===== config.mk =====
export PLATFORM = sky130hd
export DESIGN_NAME = pkt_switch_top
export DESIGN_NICKNAME = d
export VERILOG_FILES = /design/src/pkt_pkg.sv /design/src/pkt_buffer.sv /design/src/pkt_desc_fifo.sv /design/src/pkt_egress.sv /design/src/pkt_ingress.sv /design/src/pkt_sched_ctrl.sv /design/src/pkt_switch_top.sv
export VERILOG_INCLUDE_DIRS = /design/src /design/src/src
export SDC_FILE = /design/constraint.sdc
export NUM_CORES = 2
export LEC_CHECK = 0
export CELL_PAD_IN_SITES_DETAIL_PLACEMENT = 0
export CELL_PAD_IN_SITES_GLOBAL_PLACEMENT = 1
export CORE_UTILIZATION = 46
export CTS_CLUSTER_SIZE = 25
export DETAILED_ROUTE_END_ITERATION = 8
export DONT_BUFFER_PORTS = 1
export PLACE_DENSITY_LB_ADDON = 0.05
export SYNTH_ARGS = -nofsm -noshare
export SYNTH_HDL_FRONTEND = slang
export SYNTH_HIERARCHICAL = 1
export SYNTH_SLANG_ARGS = --single-unit

===== constraint.sdc =====
create_clock -name clk -period 11.7 [get_ports clk]
set_clock_uncertainty 0.15 [all_clocks]
set_input_delay 1.17 -clock clk [delete_from_list [all_inputs] [get_ports clk]]
set_output_delay 1.17 -clock clk [all_outputs]
set_load 0.01 [all_outputs]

===== src/pkt_macros.svh =====
`ifndef PKT_MACROS_SVH
`define PKT_MACROS_SVH

// word and control word field widths
`define WORD_W 16
`define LEN_W 9

// longest payload that a packet may carry, in words
`define PKT_MAX_LEN 32

// payload word buffer, one per class
`define BUF_DEPTH 64
`define BUF_AW 6

// descriptor queue, one per class
`define DESC_DEPTH 8
`define DESC_AW 3

// priorities from this value up go to the high class
`define PRIO_HIGH_MIN 3'd4

`endif


===== src/pkt_pkg.sv =====
`include "pkt_macros.svh"

package pkt_pkg;

    // control word layout, dest sits in the low bits
    typedef struct packed {
        logic [`LEN_W-1:0] length;
        logic [2:0]        prior;
        logic [3:0]        dest;
    } pkt_hdr_t;

    // a bus word, read as payload or as a control word
    typedef union packed {
        logic [`WORD_W-1:0] raw;
        pkt_hdr_t           hdr;
    } pkt_word_u;

    // one buffered packet, length is the stored payload count
    typedef struct packed {
        pkt_hdr_t hdr;
    } pkt_desc_t;

endpackage


===== src/pkt_buffer.sv =====
`timescale 1ns/1ns
`include "pkt_macros.svh"

module pkt_buffer (
    input  logic               clk,
    input  logic               arst_n,
    input  logic               wr_en,
    input  logic [`WORD_W-1:0] wr_data,
    input  logic               pop,
    output logic               full,
    output logic [`WORD_W-1:0] rd_data
);

    logic [`WORD_W-1:0] mem [`BUF_DEPTH];
    logic [`BUF_AW-1:0] wr_ptr;
    logic [`BUF_AW-1:0] rd_ptr;
    // one extra bit so a full ring can be told from an empty one
    logic [`BUF_AW:0]   count;
    logic               empty;

    assign full  = count == `BUF_AW'(`BUF_DEPTH - 1) + 1'b1;
    assign empty = count == '0;

    always_ff @(posedge clk or negedge arst_n) begin
        if (!arst_n) begin
            wr_ptr <= '0;
            rd_ptr <= '0;
            count  <= '0;
        end else begin
            if (wr_en) begin
                wr_ptr <= wr_ptr + 1'b1;
            end
            if (pop) begin
                rd_ptr <= rd_ptr + 1'b1;
            end
            count <= count + wr_en - pop;
        end
    end

    // storage and registered read port
    always_ff @(posedge clk) begin
        if (wr_en) begin
            mem[wr_ptr] <= wr_data;
        end
        if (pop) begin
            rd_data <= mem[rd_ptr];
        end
    end

    a_no_overflow: assert property (@(posedge clk) disable iff (!arst_n) wr_en |-> !full);
    a_no_underflow: assert property (@(posedge clk) disable iff (!arst_n) pop |-> !empty);

endmodule


===== src/pkt_desc_fifo.sv =====
`timescale 1ns/1ns
`include "pkt_macros.svh"

module pkt_desc_fifo import pkt_pkg::*; (
    input  logic      clk,
    input  logic      arst_n,
    input  logic      push,
    input  pkt_desc_t desc_in,
    input  logic      pop,
    output logic      full,
    output logic      empty,
    output pkt_desc_t desc_out
);

    pkt_desc_t           mem [`DESC_DEPTH];
    logic [`DESC_AW-1:0] wr_ptr;
    logic [`DESC_AW-1:0] rd_ptr;
    logic [`DESC_AW:0]   count;

    assign full     = count == `DESC_AW'(`DESC_DEPTH - 1) + 1'b1;
    assign empty    = count == '0;
    // head entry shown before it is popped
    assign desc_out = mem[rd_ptr];

    always_ff @(posedge clk or negedge arst_n) begin
        if (!arst_n) begin
            wr_ptr <= '0;
            rd_ptr <= '0;
            count  <= '0;
        end else begin
            wr_ptr <= wr_ptr + push;
            rd_ptr <= rd_ptr + pop;
            count  <= count + push - pop;
        end
    end

    always_ff @(posedge clk) begin
        if (push) begin
            mem[wr_ptr] <= desc_in;
        end
    end

    a_no_overflow: assert property (@(posedge clk) disable iff (!arst_n) push |-> !full);

endmodule


===== src/pkt_egress.sv =====
`timescale 1ns/1ns

module pkt_egress import pkt_pkg::*; (
    input  logic      clk,
    input  logic      arst_n,
    input  logic      eg_valid,
    input  logic      eg_sop,
    input  logic      eg_eop,
    input  pkt_word_u eg_data,
    input  logic      out_ready,
    output logic      eg_ready,
    output logic      out_valid,
    output logic      out_sop,
    output logic      out_eop,
    output pkt_word_u out_data
);

    logic      skid_vld;
    logic      skid_sop;
    logic      skid_eop;
    pkt_word_u skid_data;
    logic      accept_in;
    // main slot is free or drains this cycle
    logic      take_main;
    logic      skid_nxt;

    assign accept_in = eg_valid && eg_ready;
    assign take_main = !out_valid || out_ready;
    assign skid_nxt  = take_main ? 1'b0 : (skid_vld || accept_in);

    always_ff @(posedge clk or negedge arst_n) begin
        if (!arst_n) begin
            out_valid <= 1'b0;
            skid_vld  <= 1'b0;
            eg_ready  <= 1'b0;
        end else begin
            if (take_main) begin
                out_valid <= skid_vld || accept_in;
            end
            skid_vld <= skid_nxt;
            // ready only from own state, high while a slot is free
            eg_ready <= !skid_nxt;
        end
    end

    always_ff @(posedge clk) begin
        if (take_main) begin
            out_sop  <= skid_vld ? skid_sop : eg_sop;
            out_eop  <= skid_vld ? skid_eop : eg_eop;
            out_data <= skid_vld ? skid_data : eg_data;
        end else if (accept_in) begin
            skid_sop  <= eg_sop;
            skid_eop  <= eg_eop;
            skid_data <= eg_data;
        end
    end

    a_out_hold: assert property (@(posedge clk) disable iff (!arst_n)
        out_valid && !out_ready |=> out_valid && $stable(out_data) && $stable(out_sop)
            && $stable(out_eop));

endmodule


===== src/pkt_ingress.sv =====
`timescale 1ns/1ns
`include "pkt_macros.svh"

module pkt_ingress import pkt_pkg::*; (
    input  logic               clk,
    input  logic               arst_n,
    input  logic               in_valid,
    input  logic               in_sop,
    input  logic               in_eop,
    input  pkt_word_u          in_data,
    input  logic               hi_buf_full,
    input  logic               lo_buf_full,
    input  logic               hi_desc_full,
    input  logic               lo_desc_full,
    output logic               in_ready,
    output logic               hi_wr_en,
    output logic               lo_wr_en,
    output logic [`WORD_W-1:0] wr_data,
    output logic               hi_push,
    output logic               lo_push,
    output pkt_desc_t          desc
);

    // goes high one cycle after reset is released
    logic              run;
    logic              in_pkt;
    logic              cls_hi;
    logic [`LEN_W-1:0] cnt;
    pkt_hdr_t          hdr_q;

    logic              is_ctrl;
    logic              cur_hi;
    logic              buf_full;
    logic              desc_full;
    logic              accept;
    logic [`LEN_W-1:0] pkt_len;
    logic [`LEN_W-1:0] hdr_len;

    // the first word of a packet is the control word
    assign is_ctrl   = !in_pkt;
    assign cur_hi    = is_ctrl ? (in_data.hdr.prior >= `PRIO_HIGH_MIN) : cls_hi;
    assign buf_full  = cur_hi ? hi_buf_full : lo_buf_full;
    assign desc_full = cur_hi ? hi_desc_full : lo_desc_full;

    always_comb begin
        if (is_ctrl && in_eop) begin
            // zero-length packet, nothing goes to the buffer
            in_ready = run && !desc_full;
        end else if (in_eop) begin
            in_ready = run && !buf_full && !desc_full;
        end else begin
            in_ready = run && !buf_full;
        end
    end

    assign accept   = in_valid && in_ready;
    assign hi_wr_en = accept && !is_ctrl && cur_hi;
    assign lo_wr_en = accept && !is_ctrl && !cur_hi;
    assign wr_data  = in_data.raw;
    assign hi_push  = accept && in_eop && cur_hi;
    assign lo_push  = accept && in_eop && !cur_hi;

    // length as counted, not as announced
    assign pkt_len          = is_ctrl ? '0 : cnt + 1'b1;
    assign hdr_len          = is_ctrl ? in_data.hdr.length : hdr_q.length;
    assign desc.hdr.length  = pkt_len;
    assign desc.hdr.prior   = is_ctrl ? in_data.hdr.prior : hdr_q.prior;
    assign desc.hdr.dest    = is_ctrl ? in_data.hdr.dest : hdr_q.dest;

    always_ff @(posedge clk or negedge arst_n) begin
        if (!arst_n) begin
            run    <= 1'b0;
            in_pkt <= 1'b0;
            cls_hi <= 1'b0;
            cnt    <= '0;
        end else begin
            run <= 1'b1;
            if (accept) begin
                if (in_eop) begin
                    in_pkt <= 1'b0;
                    cnt    <= '0;
                end else if (is_ctrl) begin
                    in_pkt <= 1'b1;
                    cls_hi <= cur_hi;
                    cnt    <= '0;
                end else begin
                    cnt <= cnt + 1'b1;
                end
            end
        end
    end

    always_ff @(posedge clk) begin
        if (accept && is_ctrl) begin
            hdr_q <= in_data.hdr;
        end
    end

    a_sop_between: assert property (@(posedge clk) disable iff (!arst_n)
        accept && in_sop |-> !in_pkt);
    a_len_match: assert property (@(posedge clk) disable iff (!arst_n)
        accept && in_eop |-> pkt_len == hdr_len);
    a_len_max: assert property (@(posedge clk) disable iff (!arst_n)
        accept && is_ctrl |-> in_data.hdr.length <= `LEN_W'(`PKT_MAX_LEN));

endmodule


===== src/pkt_sched_ctrl.sv =====
`timescale 1ns/1ns
`include "pkt_macros.svh"

module pkt_sched_ctrl import pkt_pkg::*; (
    input  logic               clk,
    input  logic               arst_n,
    input  logic               hi_empty,
    input  logic               lo_empty,
    input  pkt_desc_t          hi_desc,
    input  pkt_desc_t          lo_desc,
    input  logic [`WORD_W-1:0] hi_data,
    input  logic [`WORD_W-1:0] lo_data,
    input  logic               eg_ready,
    output logic               hi_desc_pop,
    output logic               lo_desc_pop,
    output logic               hi_buf_pop,
    output logic               lo_buf_pop,
    output logic               eg_valid,
    output logic               eg_sop,
    output logic               eg_eop,
    output pkt_word_u          eg_data
);

    localparam logic [1:0] S_IDLE = 2'd0;
    localparam logic [1:0] S_HDR  = 2'd1;
    localparam logic [1:0] S_DATA = 2'd2;

    logic [1:0]        state;
    // class being served, held until the packet ends
    logic              sel_hi;
    // payload words not yet popped from the buffer
    logic [`LEN_W-1:0] rem;
    // a read word waits on eg
    logic              data_vld;
    pkt_hdr_t          cur_hdr;
    logic              buf_pop;
    logic              eg_fire;

    // high class wins whenever it has a packet waiting
    assign hi_desc_pop = (state == S_IDLE) && !hi_empty;
    assign lo_desc_pop = (state == S_IDLE) && hi_empty && !lo_empty;

    // pop only with room downstream, so at most two words in flight
    assign buf_pop    = (state == S_DATA) && (rem != '0) && eg_ready;
    assign hi_buf_pop = buf_pop && sel_hi;
    assign lo_buf_pop = buf_pop && !sel_hi;

    assign eg_valid = (state == S_HDR) || ((state == S_DATA) && data_vld);
    assign eg_sop   = state == S_HDR;
    assign eg_eop   = (state == S_HDR) ? (cur_hdr.length == '0) : (rem == '0);
    assign eg_fire  = eg_valid && eg_ready;

    always_comb begin
        eg_data.raw = sel_hi ? hi_data : lo_data;
        if (state == S_HDR) begin
            // control word rebuilt from the descriptor
            eg_data.hdr = cur_hdr;
        end
    end

    always_ff @(posedge clk or negedge arst_n) begin
        if (!arst_n) begin
            state    <= S_IDLE;
            sel_hi   <= 1'b0;
            rem      <= '0;
            data_vld <= 1'b0;
        end else begin
            case (state)
                S_IDLE: begin
                    if (!hi_empty || !lo_empty) begin
                        sel_hi <= !hi_empty;
                        state  <= S_HDR;
                    end
                end
                S_HDR: begin
                    if (eg_fire) begin
                        rem   <= cur_hdr.length;
                        state <= (cur_hdr.length == '0) ? S_IDLE : S_DATA;
                    end
                end
                S_DATA: begin
                    rem      <= rem - buf_pop;
                    data_vld <= buf_pop || (data_vld && !eg_fire);
                    if (eg_fire && eg_eop) begin
                        state <= S_IDLE;
                    end
                end
                default: state <= S_IDLE;
            endcase
        end
    end

    always_ff @(posedge clk) begin
        if (hi_desc_pop || lo_desc_pop) begin
            cur_hdr <= hi_desc_pop ? hi_desc.hdr : lo_desc.hdr;
        end
    end

    // a popped descriptor belongs to the class it is served as
    a_pop_class_hi: assert property (@(posedge clk) disable iff (!arst_n)
        hi_desc_pop |-> hi_desc.hdr.prior >= `PRIO_HIGH_MIN);
    a_pop_class_lo: assert property (@(posedge clk) disable iff (!arst_n)
        lo_desc_pop |-> lo_desc.hdr.prior < `PRIO_HIGH_MIN);
    a_eg_hold: assert property (@(posedge clk) disable iff (!arst_n)
        eg_valid && !eg_ready |=> eg_valid && $stable(eg_data) && $stable(eg_eop));

endmodule


===== src/pkt_switch_top.sv =====
`timescale 1ns/1ns
`include "pkt_macros.svh"

module pkt_switch_top import pkt_pkg::*; (
    input  logic      clk,
    input  logic      arst_n,
    input  logic      in_valid,
    input  logic      in_sop,
    input  logic      in_eop,
    input  pkt_word_u in_data,
    input  logic      out_ready,
    output logic      in_ready,
    output logic      out_valid,
    output logic      out_sop,
    output logic      out_eop,
    output pkt_word_u out_data
);

    logic               hi_wr_en, lo_wr_en, hi_push, lo_push;
    logic               hi_buf_full, lo_buf_full, hi_desc_full, lo_desc_full;
    logic               hi_empty, lo_empty, hi_desc_pop, lo_desc_pop;
    logic               hi_buf_pop, lo_buf_pop;
    logic [`WORD_W-1:0] wr_data, hi_data, lo_data;
    pkt_desc_t          desc, hi_desc, lo_desc;
    logic               eg_valid, eg_ready, eg_sop, eg_eop;
    pkt_word_u          eg_data;

    pkt_ingress pkt_ingress_i (.clk, .arst_n, .in_valid, .in_sop, .in_eop, .in_data,
        .hi_buf_full, .lo_buf_full, .hi_desc_full, .lo_desc_full, .in_ready,
        .hi_wr_en, .lo_wr_en, .wr_data, .hi_push, .lo_push, .desc);

    // per-class payload storage
    pkt_buffer hi_buf_i (.clk, .arst_n, .wr_en(hi_wr_en), .wr_data, .pop(hi_buf_pop),
        .full(hi_buf_full), .rd_data(hi_data));
    pkt_buffer lo_buf_i (.clk, .arst_n, .wr_en(lo_wr_en), .wr_data, .pop(lo_buf_pop),
        .full(lo_buf_full), .rd_data(lo_data));

    // per-class descriptor queues
    pkt_desc_fifo hi_desc_i (.clk, .arst_n, .push(hi_push), .desc_in(desc),
        .pop(hi_desc_pop), .full(hi_desc_full), .empty(hi_empty), .desc_out(hi_desc));
    pkt_desc_fifo lo_desc_i (.clk, .arst_n, .push(lo_push), .desc_in(desc),
        .pop(lo_desc_pop), .full(lo_desc_full), .empty(lo_empty), .desc_out(lo_desc));

    pkt_sched_ctrl pkt_sched_ctrl_i (.clk, .arst_n, .hi_empty, .lo_empty, .hi_desc,
        .lo_desc, .hi_data, .lo_data, .eg_ready, .hi_desc_pop, .lo_desc_pop,
        .hi_buf_pop, .lo_buf_pop, .eg_valid, .eg_sop, .eg_eop, .eg_data);

    pkt_egress pkt_egress_i (.clk, .arst_n, .eg_valid, .eg_sop, .eg_eop, .eg_data,
        .out_ready, .eg_ready, .out_valid, .out_sop, .out_eop, .out_data);

endmodule


==> flow_summary.toml <==
[drt]
wl_mm = 240.3
dr.pass1.iters = 7
drc = 0
wire_per_inst_um = 29.68
first_iter_violations = 4518
final_antenna_net_count = 0
vias = 47308
vias_per_cell = 5.843

[place]
place_area_sq_um = 101100
io_buffers = 0
gp_congestion = 0.7785
hpwl_mm = 130.2

[worst_hold_path]
hold_class = "in -> reg"
min-delay-start = "in_data[8]"
hold_end = "hi_buf_i/mem[18][8]"
worstHoldPathCells = 0

[critical_path]
crit_arrival_ps = 5590
cp_max_fo = 53
timing.rr.end = "lo_buf_i/rd_data[8]"
timing_worst_setup_path_type = "reg -> reg"
cp_common_cell = "buf_4"
worst_ep_required_time_ps = 12180
cp_cell_sequence = "buf_4 -> buf_4 -> mux4_2 -> o21ai_0 -> a22oi_1 -> a21o_1"
reg2reg_depth = 6
startpoint_type = "flip-flop"
path_buf_inv = 2
rr_startpoint = "lo_buf_i/rd_ptr[0]"
slowest_stage = "dfrtp_4"
r2r_slack_ps = 6590
slowest_delay_ps = 1080
cp_top_family = "compound AO/OA/AOI/OAI gates"
setup.worst_path.end_class = "flip-flop"

[final_layout]
utilization_pct = 52.09
multi_input_area_sq_um = 21730
area_growth_pct = 12.06
stdcell_area_sq_um = 109600
drive_gt1_share_pct = 18.72
finish.net_count = 5164
seq_area_sq_um = 74100
fillers = 16753

[cts]
cts_buffers = 283
htreeDepth = 5
cts.sinks = 2481
cts_tree = "done"
clockRootBuffer = "clkbuf_16"
postCtsSetupRepairBufs = 0
clk_path_buf_depth = 4
clk_latency_ps = 930
clk_pin_slew_ps = 60

[pwr]
pwr-share-clk_pct = 37.1
intPower_mw = 16.28
p_switching_mw = 5.835
p_leak_nw = 34.93
power.density_nw_per_um2 = 201.7
swShare_pct = 26.39
seqPwrFrac_pct = 46.8
p_comb_share_pct = 16.1
vdd_drop_max_mv = 0.1685

[timing]
finalSetupTns_ps = 0
max_freq_ghz = 0.1956
fin_crit_ps = 5112
slew_violations = 0
period_share_pct = 43.70
rsz0062_at_grt = "no"
max-slew-margin-rel_pct = 17.41
worst_pin_slew_ps = 1239
hold_viol = 0
finalSetupViolCount = 0

[flow_run]
maxCapViolCount = 0

[synth]
synth_edf_count = 2395
synth_area_leaders = "edfxtp_1 (74%), mux4_2 (6.3%), mux2i_1 (5.4%), dfrtp_1 (2.2%), mux4_1 (1.5%)"
syn_inst = 4918
async_flop_share_pct = 3.466
yosysWarnings = 6
synth.top_cell.area_share_pct = 73.52
synthFlopType = "edfxtp_1"
synth_cell_type_count = 79
synth_common_cells = "edfxtp_1 (2,395), mux2i_1 (523), mux4_2 (274)"
syn_avg_cell_area_sq_um = 19.89
synth_sequential_area_ratio_pct = 75.72
synth.most_common_cell = "edfxtp_1"
synth.largest_area_cell = "edfxtp_1"
synth.cell_area_sq_um = 97820
syn_nets = 4989
ys_ff_latch = 2481

[global_route]
use_met2_pct = 33.61
grt_pass1_wl_mm = 344.6
grt_max_degree = 134
grt.busiest_layer = "met1"
grt_util_met3_pct = 3.776
grt_use_total_pct = 22.32
first_global_vias = 47097
grt.overflow.total = 0
grt_antenna_before_repair = 13
met1_usage_pct = 33.78

[die]
initial_core_util_pct = 46.49
die_h_um = 463.1
die_x_um = 463.1
dieArea_sq_um = 214500
fp.coreArea_sq_um = 210400
std_cell_rows = 168
pin_count = 42

[outcome]
outcome = "finished, final reports clean"
## logic make-up after synthesis
logic type               count (synthesis)  share of synthesized area (%)
adder cells (fa/ha/maj)                 49                         0.6574
AO/OA/AOI/OAI                          647                          4.954
buffers and inverters                  366                          2.195
multiplexers                           936                          14.16
other                                    1                       0.003834
AND/OR/NAND/NOR                        397                          1.940
flip-flops                            2481                          75.72
XOR/XNOR                                41                         0.3671
## cells in the final DEF (no fill, tap or decap), types with 50 or more instances in the layout
cell type	count
a211oi_1	63
a21oi_1	50
a221oi_1	128
buf_4	196
clkbuf_1	64
clkbuf_16	290
clkinv_1	60
dfrtp_1	75
edfxtp_1	2395
inv_1	53
mux2_2	71
mux2i_1	523
mux4_1	56
mux4_2	274
nand2_1	62
nor2_1	164
o21a_1	58
o21ai_0	98
o221ai_1	62
o22ai_1	62
## per-layer routing
layer / wire length [um] / vias to the layer above
met5: 7 / -
met1: 110900 / 25151
met3: 14000 / 298
met2: 110300 / 1214
li1: - / 20643
met4: 5119 / 2
## power groups by stage
| stage | clock network, mW | registers [mW] | logic, mW |
|---|---|---|---|
| final | 8.21 | 10.3 | 3.56 |
| after global routing | 8.75 | 10.4 | 3.80 |
| after CTS | 8.41 | 10.4 | 3.61 |
| after detailed placement | 0 | 10.5 | 3.59 |
| after global placement | 0 | 10.5 | 3.59 |
| after floorplan | 0 | 10.3 | 2.62 |
## registers in the layout, indices dropped and copies added, names as in the netlist, 7 cells and up
name,flops
hi_buf_i/mem,1024
lo_buf_i/mem,1024
hi_desc_i/mem,128
lo_desc_i/mem,128
hi_buf_i/rd_data,16
lo_buf_i/rd_data,16
pkt_egress_i/out_data,16
pkt_egress_i/skid_data,16
pkt_sched_ctrl_i/cur_hdr,16
pkt_ingress_i/cnt,9
pkt_sched_ctrl_i/rem,9
hi_buf_i/count,7
lo_buf_i/count,7
pkt_ingress_i/hdr_q,7
## how the worst max path moves through the flow
stage	from	endpoint	slack, ps	cells after the start
detailed placement	lo_buf_i/rd_ptr[0]	lo_buf_i/rd_data[6]	6620	6
global route	lo_buf_i/rd_ptr[0]	lo_buf_i/rd_data[9]	6430	6
floorplan	in_eop	lo_buf_i/mem[48][0]	7260	9
finish	lo_buf_i/rd_ptr[0]	lo_buf_i/rd_data[8]	6590	6
global placement	lo_buf_i/rd_ptr[0]	lo_buf_i/rd_data[9]	6660	6
CTS	lo_buf_i/rd_ptr[0]	lo_buf_i/rd_data[6]	6580	6
## stage by stage
step                hold WS [ps]  setup slack [ps]  total power [mW]  instances
floorplan                  322.5              7261             12.96       4918
global route               157.0              6434             22.93       8094
detailed placement         337.7              6622             14.13       7611
finish                     220.3              6588             22.11       8097
CTS                        134.3              6576             22.37       8093
global placement           332.2              6662             14.12       7611
## cell type report
class / count / share of cell area, %
repair buffers: 202 / 1.450
clock inverters: 124 / 0.8618
well taps: 2805 / 3.202
inverters: 54 / 0.1872
clock buffers: 356 / 6.865
multi-input cells: 2071 / 19.82
diodes: 4 / 0.009132
flip-flops and latches: 2481 / 67.60
## what timing repair did
action / 4_1_cts / 5_1_grt
endpoints found under the setup margin: 0 / 0
gates resized for setup: 0 / 0
hold buffers: 2 / 0
endpoints found under the hold margin: 86 / 0
Note: power is estimated with default switching activity, not from simulation.
